**src/scan_defines.svh**
```systemverilog
`ifndef SCAN_DEFINES_SVH
`define SCAN_DEFINES_SVH

// Automaton state word width
`define SCAN_STATE_W 11

// Stream id width and number of streams
`define SCAN_STREAM_W 6
`define SCAN_NUM_STREAMS 64

// Global match counter width
`define SCAN_COUNT_W 16

// Keyword length in bytes
`define SCAN_KEY_LEN 6

// Keyword bytes of "finger"
`define SCAN_KEY_0 8'h66
`define SCAN_KEY_1 8'h69
`define SCAN_KEY_2 8'h6e
`define SCAN_KEY_3 8'h67
`define SCAN_KEY_4 8'h65
`define SCAN_KEY_5 8'h72

`endif

```
**src/scan_pkg.sv**
```systemverilog
`include "scan_defines.svh"

package scan_pkg;

  // Automaton state
  // Number of keyword bytes matched so far, SCAN_KEY_LEN means accept
  typedef logic [`SCAN_STATE_W-1:0] dfa_state_t;

  // Stream index
  // Selects one entry of the state memory and the enable table
  typedef logic [`SCAN_STREAM_W-1:0] stream_id_t;

  // Global match count
  // Wraps on overflow
  typedef logic [`SCAN_COUNT_W-1:0] match_count_t;

endpackage

```
**src/keyword_dfa.sv**
```systemverilog
`timescale 1ns/10ps

`include "scan_defines.svh"

module keyword_dfa (
  input  logic                 clk,
  input  logic                 rst_n,
  input  logic [7:0]           char_in,
  input  logic                 char_in_vld,
  input  scan_pkg::dfa_state_t state_in,
  input  logic                 state_in_vld,
  output scan_pkg::dfa_state_t state_out,
  output logic                 accept_out
);

  // Accept state value
  localparam scan_pkg::dfa_state_t ACCEPT_STATE = `SCAN_KEY_LEN;

  // Current automaton state
  scan_pkg::dfa_state_t state_q;
  // State the next byte steps from
  scan_pkg::dfa_state_t step_base;
  // State after the byte
  scan_pkg::dfa_state_t step_next;
  // Keyword byte expected next
  logic [7:0]           expect_byte;

  always_comb
  begin
    // A restore arriving with a byte is applied first
    if (state_in_vld)
      step_base = state_in;
    else
      step_base = state_q;
    // After accept the search starts over
    if (step_base == ACCEPT_STATE)
      step_base = '0;
  end

  // Next keyword byte for the current match depth
  always_comb
  begin
    case (step_base)
      scan_pkg::dfa_state_t'(0): expect_byte = `SCAN_KEY_0;
      scan_pkg::dfa_state_t'(1): expect_byte = `SCAN_KEY_1;
      scan_pkg::dfa_state_t'(2): expect_byte = `SCAN_KEY_2;
      scan_pkg::dfa_state_t'(3): expect_byte = `SCAN_KEY_3;
      scan_pkg::dfa_state_t'(4): expect_byte = `SCAN_KEY_4;
      scan_pkg::dfa_state_t'(5): expect_byte = `SCAN_KEY_5;
      default:                   expect_byte = `SCAN_KEY_0;
    endcase
  end

  always_comb
  begin
    // Match extends by one byte
    if (char_in == expect_byte)
      step_next = step_base + scan_pkg::dfa_state_t'(1);
    // Mismatch on a leading "f" restarts at depth one
    else if (char_in == `SCAN_KEY_0)
      step_next = scan_pkg::dfa_state_t'(1);
    else
      step_next = '0;
  end

  always_ff @(posedge clk)
  begin
    if (!rst_n)
      state_q <= '0;
    else if (char_in_vld)
      state_q <= step_next;
    else if (state_in_vld)
      state_q <= state_in;
  end

  assign state_out  = state_q;
  assign accept_out = (state_q == ACCEPT_STATE);

  // Automaton state stays within the keyword depth
  a_state_range: assert property (
    @(posedge clk) disable iff (!rst_n)
    state_q <= ACCEPT_STATE
  ) else $error("keyword_dfa: state above accept");

endmodule

```
**src/stream_matcher.sv**
```systemverilog
`timescale 1ns/10ps

`include "scan_defines.svh"

module stream_matcher (
  input  logic                   clk,
  input  logic                   rst_n,
  input  logic                   eop,
  input  logic                   load_state,
  input  logic [7:0]             char_in,
  input  logic                   char_in_vld,
  input  logic                   enable,
  input  logic                   new_stream_id,
  input  scan_pkg::stream_id_t   stream_id,
  input  scan_pkg::dfa_state_t   state_out,
  input  logic                   accept_out,
  output logic [7:0]             dfa_char,
  output logic                   dfa_char_vld,
  output scan_pkg::dfa_state_t   dfa_state,
  output logic                   dfa_state_vld,
  output scan_pkg::match_count_t count,
  output logic                   fired
);

  // Saved automaton state per stream
  scan_pkg::dfa_state_t state_mem [`SCAN_NUM_STREAMS];

  // First restore stage
  scan_pkg::dfa_state_t fetch_state;
  logic                 fetch_vld;

  // Registered DFA outputs
  scan_pkg::dfa_state_t state_out_r;
  logic                 accept_out_r;

  // DFA consumed a byte on the last edge
  logic                 step_vld_r;
  // accept_out_r belongs to a consumed byte
  logic                 hit_vld_r;
  logic                 hit;

  // Sticky per-packet match flag
  logic                 fired_q;

  // Restore fetch
  // New streams start from zero, known ones from memory
  always_ff @(posedge clk)
  begin
    if (load_state)
    begin
      if (new_stream_id)
        fetch_state <= '0;
      else
        fetch_state <= state_mem[stream_id];
    end
  end

  always_ff @(posedge clk)
  begin
    if (!rst_n)
      fetch_vld <= 1'b0;
    else
      fetch_vld <= load_state;
  end

  // DFA input registers
  always_ff @(posedge clk)
  begin
    dfa_char  <= char_in;
    dfa_state <= fetch_state;
  end

  always_ff @(posedge clk)
  begin
    if (!rst_n)
    begin
      dfa_char_vld  <= 1'b0;
      dfa_state_vld <= 1'b0;
    end
    else
    begin
      dfa_char_vld  <= char_in_vld;
      dfa_state_vld <= fetch_vld;
    end
  end

  // DFA output registers
  always_ff @(posedge clk)
  begin
    state_out_r  <= state_out;
    accept_out_r <= accept_out;
  end

  // Valid pipeline alongside the byte
  always_ff @(posedge clk)
  begin
    if (!rst_n)
    begin
      step_vld_r <= 1'b0;
      hit_vld_r  <= 1'b0;
    end
    else
    begin
      step_vld_r <= dfa_char_vld;
      hit_vld_r  <= step_vld_r;
    end
  end

  // Accept caused by a byte of this packet
  // a restored accept state does not count again
  assign hit   = accept_out_r & hit_vld_r;
  assign fired = fired_q | hit;

  always_ff @(posedge clk)
  begin
    if (!rst_n)
    begin
      count   <= '0;
      fired_q <= 1'b0;
    end
    else
    begin
      // New packet starts with a clear flag
      if (load_state)
        fired_q <= 1'b0;
      else if (hit)
        fired_q <= 1'b1;
      // Close the packet
      if (eop)
      begin
        if (enable)
          count <= count + scan_pkg::match_count_t'(fired);
        else
          fired_q <= 1'b0;
      end
    end
  end

  // Save state only for enabled streams
  always_ff @(posedge clk)
  begin
    if (eop && enable)
      state_mem[stream_id] <= state_out_r;
  end

  // End of packet is a strobe of its own
  a_eop_alone: assert property (
    @(posedge clk) disable iff (!rst_n)
    eop |-> !load_state && !char_in_vld
  ) else $error("stream_matcher: eop with load_state or byte");

  // Last byte must reach state_out_r before eop saves it
  a_eop_spacing: assert property (
    @(posedge clk) disable iff (!rst_n)
    char_in_vld |=> !eop ##1 !eop
  ) else $error("stream_matcher: eop too close to last byte");

endmodule

```
**src/stream_enable_regs.sv**
```systemverilog
`timescale 1ns/10ps

`include "scan_defines.svh"

module stream_enable_regs (
  input  logic                 clk,
  input  logic                 rst_n,
  input  logic                 cfg_wr,
  input  scan_pkg::stream_id_t cfg_stream,
  input  logic                 cfg_enable,
  input  scan_pkg::stream_id_t stream_id,
  output logic                 enable
);

  // One enable bit per stream
  logic [`SCAN_NUM_STREAMS-1:0] enable_bits;

  // Host write of a single bit
  always_ff @(posedge clk)
  begin
    if (!rst_n)
      enable_bits <= '0;
    else if (cfg_wr)
      enable_bits[cfg_stream] <= cfg_enable;
  end

  // Bit of the active stream
  assign enable = enable_bits[stream_id];

  // Write address must be known
  a_cfg_known: assert property (
    @(posedge clk) disable iff (!rst_n)
    cfg_wr |-> !$isunknown(cfg_stream)
  ) else $error("stream_enable_regs: unknown cfg_stream on write");

endmodule

```
**src/stream_scanner_top.sv**
```systemverilog
`timescale 1ns/10ps

module stream_scanner_top (
  input  logic                   clk,
  input  logic                   rst_n,
  input  logic [7:0]             char_in,
  input  logic                   char_in_vld,
  input  logic                   load_state,
  input  logic                   new_stream_id,
  input  scan_pkg::stream_id_t   stream_id,
  input  logic                   eop,
  input  logic                   cfg_wr,
  input  scan_pkg::stream_id_t   cfg_stream,
  input  logic                   cfg_enable,
  output scan_pkg::match_count_t count,
  output logic                   fired
);

  // Enable of the active stream
  logic                 enable;

  // Registered DFA inputs
  logic [7:0]           dfa_char;
  logic                 dfa_char_vld;
  scan_pkg::dfa_state_t dfa_state;
  logic                 dfa_state_vld;

  // DFA results
  scan_pkg::dfa_state_t state_out;
  logic                 accept_out;

  stream_enable_regs i_enable_regs (
    .clk        (clk),
    .rst_n      (rst_n),
    .cfg_wr     (cfg_wr),
    .cfg_stream (cfg_stream),
    .cfg_enable (cfg_enable),
    .stream_id  (stream_id),
    .enable     (enable)
  );

  stream_matcher i_matcher (
    .clk           (clk),
    .rst_n         (rst_n),
    .eop           (eop),
    .load_state    (load_state),
    .char_in       (char_in),
    .char_in_vld   (char_in_vld),
    .enable        (enable),
    .new_stream_id (new_stream_id),
    .stream_id     (stream_id),
    .state_out     (state_out),
    .accept_out    (accept_out),
    .dfa_char      (dfa_char),
    .dfa_char_vld  (dfa_char_vld),
    .dfa_state     (dfa_state),
    .dfa_state_vld (dfa_state_vld),
    .count         (count),
    .fired         (fired)
  );

  keyword_dfa i_dfa (
    .clk          (clk),
    .rst_n        (rst_n),
    .char_in      (dfa_char),
    .char_in_vld  (dfa_char_vld),
    .state_in     (dfa_state),
    .state_in_vld (dfa_state_vld),
    .state_out    (state_out),
    .accept_out   (accept_out)
  );

endmodule

```
**config.mk**
```make
export PLATFORM = sky130hd
export DESIGN_NAME = stream_scanner_top
export DESIGN_NICKNAME = d
export VERILOG_FILES = /design/src/scan_pkg.sv /design/src/keyword_dfa.sv /design/src/stream_matcher.sv /design/src/stream_enable_regs.sv /design/src/stream_scanner_top.sv
export VERILOG_INCLUDE_DIRS = /design/src
export SDC_FILE = /design/constraint.sdc
export NUM_CORES = 1
export LEC_CHECK = 0
export BUFFER_PORTS_ARGS = -buffer_cell sky130_fd_sc_hd__buf_4
export CAP_MARGIN = 40
export CORE_MARGIN = 2
export CORE_UTILIZATION = 63
export DETAILED_ROUTE_END_ITERATION = 12
export PLACE_DENSITY = 0.8
export SKIP_CTS_REPAIR_TIMING = 1
export SLEW_MARGIN = 20
export SYNTH_ARGS = -nofsm -noshare
export SYNTH_HDL_FRONTEND = slang
export SYNTH_HIERARCHICAL = 1
export SYNTH_SLANG_ARGS = --single-unit
```
**constraint.sdc**
```tcl
create_clock -name clk -period 3.2 [get_ports clk]
set_input_delay 0.16 -clock clk [delete_from_list [all_inputs] [get_ports clk]]
set_output_delay 0.16 -clock clk [all_outputs]
set_load 0.01 [all_outputs]
```
==> results of run 1 <==
-- cell type report --
class,count,area share
clock buffers,107,0.0605
clock inverters,44,0.0115
inverters,7,0.000673
multi-input cells,1112,0.238
flip-flops and latches,843,0.616
well taps,696,0.0223
repair buffers,232,0.0516
-- critical path, stage by stage, from the launching register on --
cell and delay [ns]:
dfxtp_1 0.33, mux4_2 0.22, nor2b_1 0.24, a2111oi_4 0.08, o22ai_1 0.12, and3_1 0.23
nand2_1 0.25, nor2_1 0.29, nand2_1 0.11, buf_4 0.17, nor2_1 0.47, buf_4 0.29
-- metrics by stage --
stage | TNS [ns] | hold slack [ns] | worst slack (ns) | std cells
after floorplan | 0 | 0.188 | 0.640 | 2099
after global placement | -21.17 | 0.266 | -0.124 | 2819
after detailed placement | -0.780 | 0.266 | -0.0555 | 2866
after CTS | 0 | -0.396 | 0.0239 | 3017
after global routing | 0 | 0.0235 | 0.00799 | 3041
final | 0 | -0.00376 | 0.0911 | 3041
-- flip-flops by register name (all words and copies together) (netlist names), 8 cells and up --
name                       flops
i_matcher/state_out_r         11
i_matcher/state_mem          704
i_dfa/state_out               11
i_matcher/dfa_char             8
i_matcher/dfa_state           11
i_enable_regs/enable_bits     64
i_matcher/count               16
i_matcher/fetch_state         11
-- logic make-up (layout without fill, tap and decap cells) --
kind of cell             Yosys count  after routing
flip-flops                       843            843
AND/OR/NAND/NOR                  475            475
AO/OA/AOI/OAI                    333            333
multiplexers                     282            282
buffers and inverters            144            390
XOR/XNOR                          20             20
adder cells (fa/ha/maj)            2              2
-- cell usage in the layout (no fill, tap or decap), drive strengths merged, types with 44 or more instances in the layout --
cell type and count:
mux2i 130, mux2 52, edfxtp 715, nor2b 44, o21ai 55, nand2 132, buf 219, nor2 114
mux4 100, clkbuf 107, dfxtp 128
-- power breakdown --
group          internal, mW  switching [mW]  leakage, nW
registers              11.9          0.0661         7.76
logic                 0.462           0.768         4.31
clock network          5.88            4.17         1.37
total                  18.2            5.00         13.4
-- per-layer routing --
metal  vias to the layer above  part of all wire  global-route usage
li1                       8637                 -                   -
met1                     10344              0.35               0.440
met2                      1742              0.46               0.497
met3                       322              0.13              0.0927
met4                         2             0.053               0.157
met5                         -           0.00069             0.00866
-- worst paths after layout --
check | slack [ns] | startpoint | depth (start not counted) | end
max | 0.09 | i_enable_regs/enable_bits[46] | 11 | i_matcher/state_mem[16][1]
min reg2reg | 0.34 | i_matcher/fetch_state[4] | 0 | i_matcher/dfa_state[4]
max reg2reg | 0.09 | i_enable_regs/enable_bits[46] | 11 | i_matcher/state_mem[16][1]
min | -0.004 | cfg_stream[0] | 4 | i_enable_regs/enable_bits[47]
==> qor.csv, run 1 <==
stage;metric;value;unit
yosys;synth_cell_type_count;82;
cts;h-tree-depth;3;
detailed_routing;avgRoutedWirePerCell;29.9;um
detailed_routing;wl;91.0;mm
layout;fillers;3140;
layout;diodes;0;
yosys;yosys.area.top_type_share;0.630;
setup_path;crit_arrival;3.45;ns
timing;timing.fmax;0.322;GHz
setup_path;critPathMaxFanout;7;
setup_path;crit_type;reg -> reg;
setup_path;cp-end-kind;flip-flop;
cts;clkTransAtPathRegs;0.06;ns
detailed_routing;via_per_inst;6.92;
cts;cts_made_buffers;84;
grt;grtUsageTotal;0.327;
outcome;status;finished with violations;
detailed_routing;drc;0;
die;initial_core_util;0.635;
die;io_pins;45;
placed_design;hpwl;55.8;mm
timing;slew-limit-headroom;0.363;
yosys;yosys.area_share.simple;0.0717;
cts;cts.sinks;843;
yosys;ys_ff_latch;843;
timing;fin_crit_sh;0.972;
timing;clock_skew;0.0330;ns
detailed_routing;drt-initial-drc-count;3660;
yosys;synth-seq-area-share;0.706;
die;num_rows;85;
placed_design;gp_congestion;0.944;
detailed_routing;final_antenna_net_count;0;
grt;first_global_vias;20599;
layout;final_cell_area;39100;sq um
yosys;synth_nets;2129;
yosys;synth_commonest_cells;edfxtp_1, nand2_1, mux2i_1;
cts;clk_path_buf_depth;3;
yosys;synth.avg_cell_area;16.2;sq um
layout;fin_nets;2310;
setup_path;critPathRequiredTime;3.54;ns
grt;grt_antenna_before_repair;1;
timing;finalCriticalPeriod;3.11;ns
yosys;yosys_most_used_dff;edfxtp_1;
yosys;synth_cells;2099;
placed_design;portBuffers;44;
grt;grt-ovfl-total;0;
pwr;power_density;595;nW/um^2
die;die_area;55900;sq um
setup_path;startpoint_type;flip-flop;
placed_design;place_area;36000;sq um
timing;report.final.hold_viol_count;1;
detailed_routing;first_pass_iters;7;
layout;area_delta_synth_final;14.7;%
die;fp.dieH;237;um
yosys;synthXorXnorAreaFrac;0.00514;
yosys;syn_area;34100;sq um
pwr;ir_drop;501;uV
outcome;violations;negative hold slack;
grt;grt_pass1_wl;134;mm
pwr;p_leak;13.4;nW
yosys;synthTopCellsByArea;edfxtp_1, dfxtp_1, mux4_2;
die;dieWidth;237;um
pwr;power;23.2;mW
timing;holdWs;-0.00376;ns
flow_run;max_cap_viol_count;0;
cts;cts_tree;done;
min_path;hp-class;in -> reg;
timing;setup_viol;0;
yosys;async_flop_share;0;
die;core_area;53600;sq um
yosys;yosysTopAreaCell;edfxtp_1;
yosys;synth_compound_area_frac;0.0707;
yosys;synthMostInstantiatedCell;edfxtp_1;
timing;final_max_slew_viol_count;0;
layout;multiInputGateArea;9290;sq um
yosys;synth_adder_area_share;0.000735;
timing;rsz0062_at_grt;false;
timing;tightest_slew;0.955;ns
yosys;ys.warnings.count;6;
yosys;synth_edf_count;715;
layout;drive_gt1_frac;0.231;
detailed_routing;vias;21047;
grt;grt_max_degree;97;
cts;clk_latency;0.65;ns
layout;seq_area;24000;sq um
cts;cts-root-buf;clkbuf_16;
yosys;synth.area.mux_share;0.123;
yosys;synth_top_family_by_area;multiplexers;
layout;postLayoutCoreUtil;0.729;
(Power assumes the default switching activity.)
==> run 2, diff against run 1 <==
--- a/config.mk
+++ b/config.mk
@@ -6,12 +6,14 @@
 export SDC_FILE = /design/constraint.sdc
 export NUM_CORES = 1
 export LEC_CHECK = 0
+export ABC_AREA = 1
 export BUFFER_PORTS_ARGS = -buffer_cell sky130_fd_sc_hd__buf_4
 export CAP_MARGIN = 40
 export CORE_MARGIN = 2
 export CORE_UTILIZATION = 63
 export DETAILED_ROUTE_END_ITERATION = 12
 export PLACE_DENSITY = 0.8
+export SETUP_SLACK_MARGIN = 0.05
 export SKIP_CTS_REPAIR_TIMING = 1
 export SLEW_MARGIN = 20
 export SYNTH_ARGS = -nofsm -noshare
==> run 2 against run 1 <==
Effect of this change: the run now ends clean; non-clock buffer count decreased by 13; count of clock-buffer cells in the layout grew 10; design area rose by 4.3%; core utilization decreased by 0.75 points; via count grew 28%; final cell count rose by 55%; register-to-register slack better by 0.14 ns; power shrank 1.1%; sequential share of layout area fell by 2.5 points; first-iteration DRC count down 0.11%; area after synthesis is 6.0% higher; critical endpoint is now i_matcher/state_mem[8][10]; largest cell class unchanged.
==> qor.csv, run 2 <==
stage;metric;value;unit;change
outcome;status;finished, final reports clean;;
detailed_routing;drt-met1-wl;34.9;mm;+8.5%
timing;tns;0;ns;unchanged
grt;first_global_vias;25474;;+24%
setup_path;worstRegToRegCells;14;;+3
cts;clk_latency;0.63;ns;-0.02 ns
setup_path;r2r-end;i_matcher/state_mem[8][10];;
grt;grt_antenna_before_repair;1;;unchanged
timing;setup_viol;0;;unchanged
yosys;async_flop_share;0;;unchanged
timing;rsz0062_at_grt;false;;
setup_path;cp-end-kind;flip-flop;;
timing;setup_ws;0.234;ns;+0.143 ns
die;core_area;56500;sq um;+5.4%
setup_path;r2r_start;i_enable_regs/enable_bits[49];;
placed_design;post-place-ws;-0.0383;ns;+0.0172 ns
cts;cts-root-buf;clkbuf_16;;
timing;clock_skew;0.0147;ns;-0.0183 ns
timing;finalCriticalPeriod;2.97;ns;-0.143 ns
yosys;yosysTopAreaCell;edfxtp_1;;
yosys;synthXorXnorAreaFrac;0.00170;;-0.00345
die;num_rows;87;;+2.4%
min_path;worstHoldEndpoint;i_enable_regs/enable_bits[11];;
yosys;synth_nets;3804;;+79%
setup_path;reg2reg_slack;0.23;ns;+0.14 ns
flow_run;max_cap_viol_count;0;;unchanged
min_path;hp-class;in -> reg;;
placed_design;gp_congestion;0.909;;-3.6%
cts;cts.sinks;843;;unchanged
pwr;power_density;564;nW/um^2;-5.1%
detailed_routing;wl;91.0;mm;about the same
min_path;min_path_cells;4;;unchanged
yosys;synth_top_family_by_area;simple AND/OR/NAND/NOR gates;;
die;initial_core_util;0.639;;+0.00371
layout;fin_nets;3935;;+70%
timing;timing.fmax;0.337;GHz;+4.8%
yosys;ys.warnings.count;6;;unchanged
yosys;synth_cell_type_count;40;;-51%
yosys;yosys_most_used_dff;edfxtp_1;;
timing;report.final.hold_viol_count;0;;-1
pwr;p_leak;16.9;nW;+26%
die;fp.dieH;243;um;+2.9%
detailed_routing;top_layer_used;met5;;
detailed_routing;vias;26995;;+28%
placed_design;hpwl;54.8;mm;-1.7%
timing;slew-limit-headroom;0.448;;+0.0846
grt;grt_max_degree;108;;+11%
die;io_pins;45;;unchanged
layout;largest-register;i_matcher/state_mem;;
yosys;yosys.area.top_type_share;0.595;;-0.0358
setup_path;crit_type;reg -> reg;;
yosys;synthTopCellsByArea;edfxtp_1, nand2_1, dfxtp_1;;
setup_path;critPathMaxFanout;9;;+2
yosys;synth_adder_area_share;0.000693;;-0.0000417
timing;fin_crit_sh;0.927;;-0.0446
timing;final_max_slew_viol_count;0;;unchanged
yosys;yosys.area_share.simple;0.267;;+0.195
timing;holdWs;0.00301;ns;+0.00677 ns
detailed_routing;wl_met3;9.51;mm;-22%
setup_path;critPathRequiredTime;3.54;ns;about the same
yosys;synth_cells;3774;;+80%
timing;tightest_slew;0.828;ns;-0.127 ns
detailed_routing;final_antenna_net_count;0;;unchanged
yosys;synth.area.mux_share;0;;-0.123
yosys;synth_edf_count;715;;unchanged
layout;area_delta_synth_final;12.8;%;
detailed_routing;avgRoutedWirePerCell;19.2;um;-36%
layout;diodes;0;;unchanged
placed_design;portBuffers;44;;unchanged
cts;clkTransAtPathRegs;0.06;ns;about the same
die;die_area;59200;sq um;+5.9%
yosys;synth-seq-area-share;0.666;;-0.0400
cts;clk_path_buf_depth;3;;unchanged
setup_path;startpoint_type;flip-flop;;
grt;grt_pass1_wl;141;mm;+5.0%
yosys;synthMostInstantiatedCell;nand2_1;;
yosys;synth_compound_area_frac;0.0267;;-0.0440
layout;layout_common_cells;nand2_1, edfxtp_1, buf_4;;
yosys;synth.avg_cell_area;9.57;sq um;-41%
detailed_routing;drc;0;;unchanged
yosys;ys_ff_latch;843;;unchanged
layout;reg_top3;i_matcher/state_mem x704, i_enable_regs/enable_bits x64, i_matcher/count x16;;
detailed_routing;via_per_inst;5.71;;-17%
layout;largest_register_ffs;704;;unchanged
die;dieWidth;243;um;+2.9%
min_path;hp-start;cfg_stream[4];;
detailed_routing;first_pass_iters;6;;-1
grt;grtUsageTotal;0.306;;-0.0208
setup_path;crit_arrival;3.30;ns;-0.15 ns
cts;cts_made_buffers;84;;unchanged
detailed_routing;dr_wl_met2;42.6;mm;+1.6%
cts;h-tree-depth;3;;unchanged
layout;fillers;3777;;+20%
pwr;ir_drop;524;uV;+4.7%
layout;drive_gt1_frac;0.0952;;-0.136
yosys;syn_area;36100;sq um;+6.0%
yosys;synth_commonest_cells;nand2_1, edfxtp_1, nor2_1;;
layout;final_common_cell;nand2_1;;
layout;instances_no_fill;4727;;+55%
grt;grt-ovfl-total;0;;unchanged
detailed_routing;drt-initial-drc-count;3656;;-0.11%
placed_design;dp.cells;4543;;+59%
cts;cts_tree;done;;
==> run 2: changes by cell type after synthesis, moves of 39 or more <==
cell and delta:
a21boi_0 -42, a21oi_1 +52, a22oi_1 -39, inv_1 +106, mux2_2 -49, mux2i_1 -129
mux4_2 -92, nand2_1 +1913, nand3_1 +101, nor2_1 +60, nor2b_1 -43
==> run 2: critical path, cell delays in order, from the launching register on <==
cell and delay, ns:
dfxtp_1 0.35, nand2_1 0.07, nand3_1 0.08, nand3_1 0.08, nand2_1 0.09, nand2_1 0.05
nand3_1 0.06, nand3_1 0.09, nand2_1 0.13, nand2_2 0.07, inv_2 0.18, nand3_1 0.43
buf_4 0.31, nor2_1 0.41, buf_4 0.26
==> run 2: how the worst max path moves through the flow <==
stage | from | endpoint | slack (ns)
6_report | i_enable_regs/enable_bits[49] | i_matcher/state_mem[8][10] | 0.23
5_1_grt | i_enable_regs/enable_bits[51] | i_matcher/state_mem[8][8] | 0.05
3_5_place_dp | stream_id[0] | i_matcher/state_mem[56][1] | -0.04
3_3_place_gp | stream_id[0] | i_matcher/state_mem[8][8] | -0.16
4_1_cts | i_enable_regs/enable_bits[51] | i_matcher/state_mem[56][5] | 0.19
2_1_floorplan | stream_id[0] | i_matcher/state_mem[0][0] | 0.47
==> run 2: report_power, final <==
part / internal, mW / switching [mW]
Combinational: 0.416 / 1.09
Clock: 5.45 / 4.04
Sequential: 11.9 / 0.0582
Total: 17.8 / 5.18
==> run 2: logic make-up (layout without fill, tap and decap cells) <==
family,count (synthesis),in the layout
simple gates,2447,2447
compound gates,181,181
flops,843,843
fa+ha+maj,2,2
xor+xnor,7,7
buf+inv,294,491
==> run 2: metal layers <==
metal | up-vias | global-route usage
met5 | - | 0
met2 | 1633 | 0.484
met4 | 2 | 0.139
met3 | 295 | 0.0459
met1 | 12510 | 0.423
li1 | 12555 | -
==> run 2: area by class of cell <==
class,count,area (sq um),share of cell area
Timing Repair Buffer,219,1960,0.0480
Inverter,120,470,0.0115
Sequential cell,843,24000,0.590
Tap cell,756,946,0.0232
Clock buffer,117,2310,0.0567
Multi-Input combinational cell,2637,10700,0.262
Clock inverter,35,324,0.00795
==> run 2: through the flow <==
step / power, mW / area, sq um / util
floorplan: 13.1 / 36100 / -
global placement: 13.6 / 37400 / 0.662
global route: 23.6 / 40700 / 0.721
detailed placement: 13.6 / 37800 / 0.668
finish: 23.0 / 40700 / 0.721
CTS: 23.0 / 40400 / 0.715
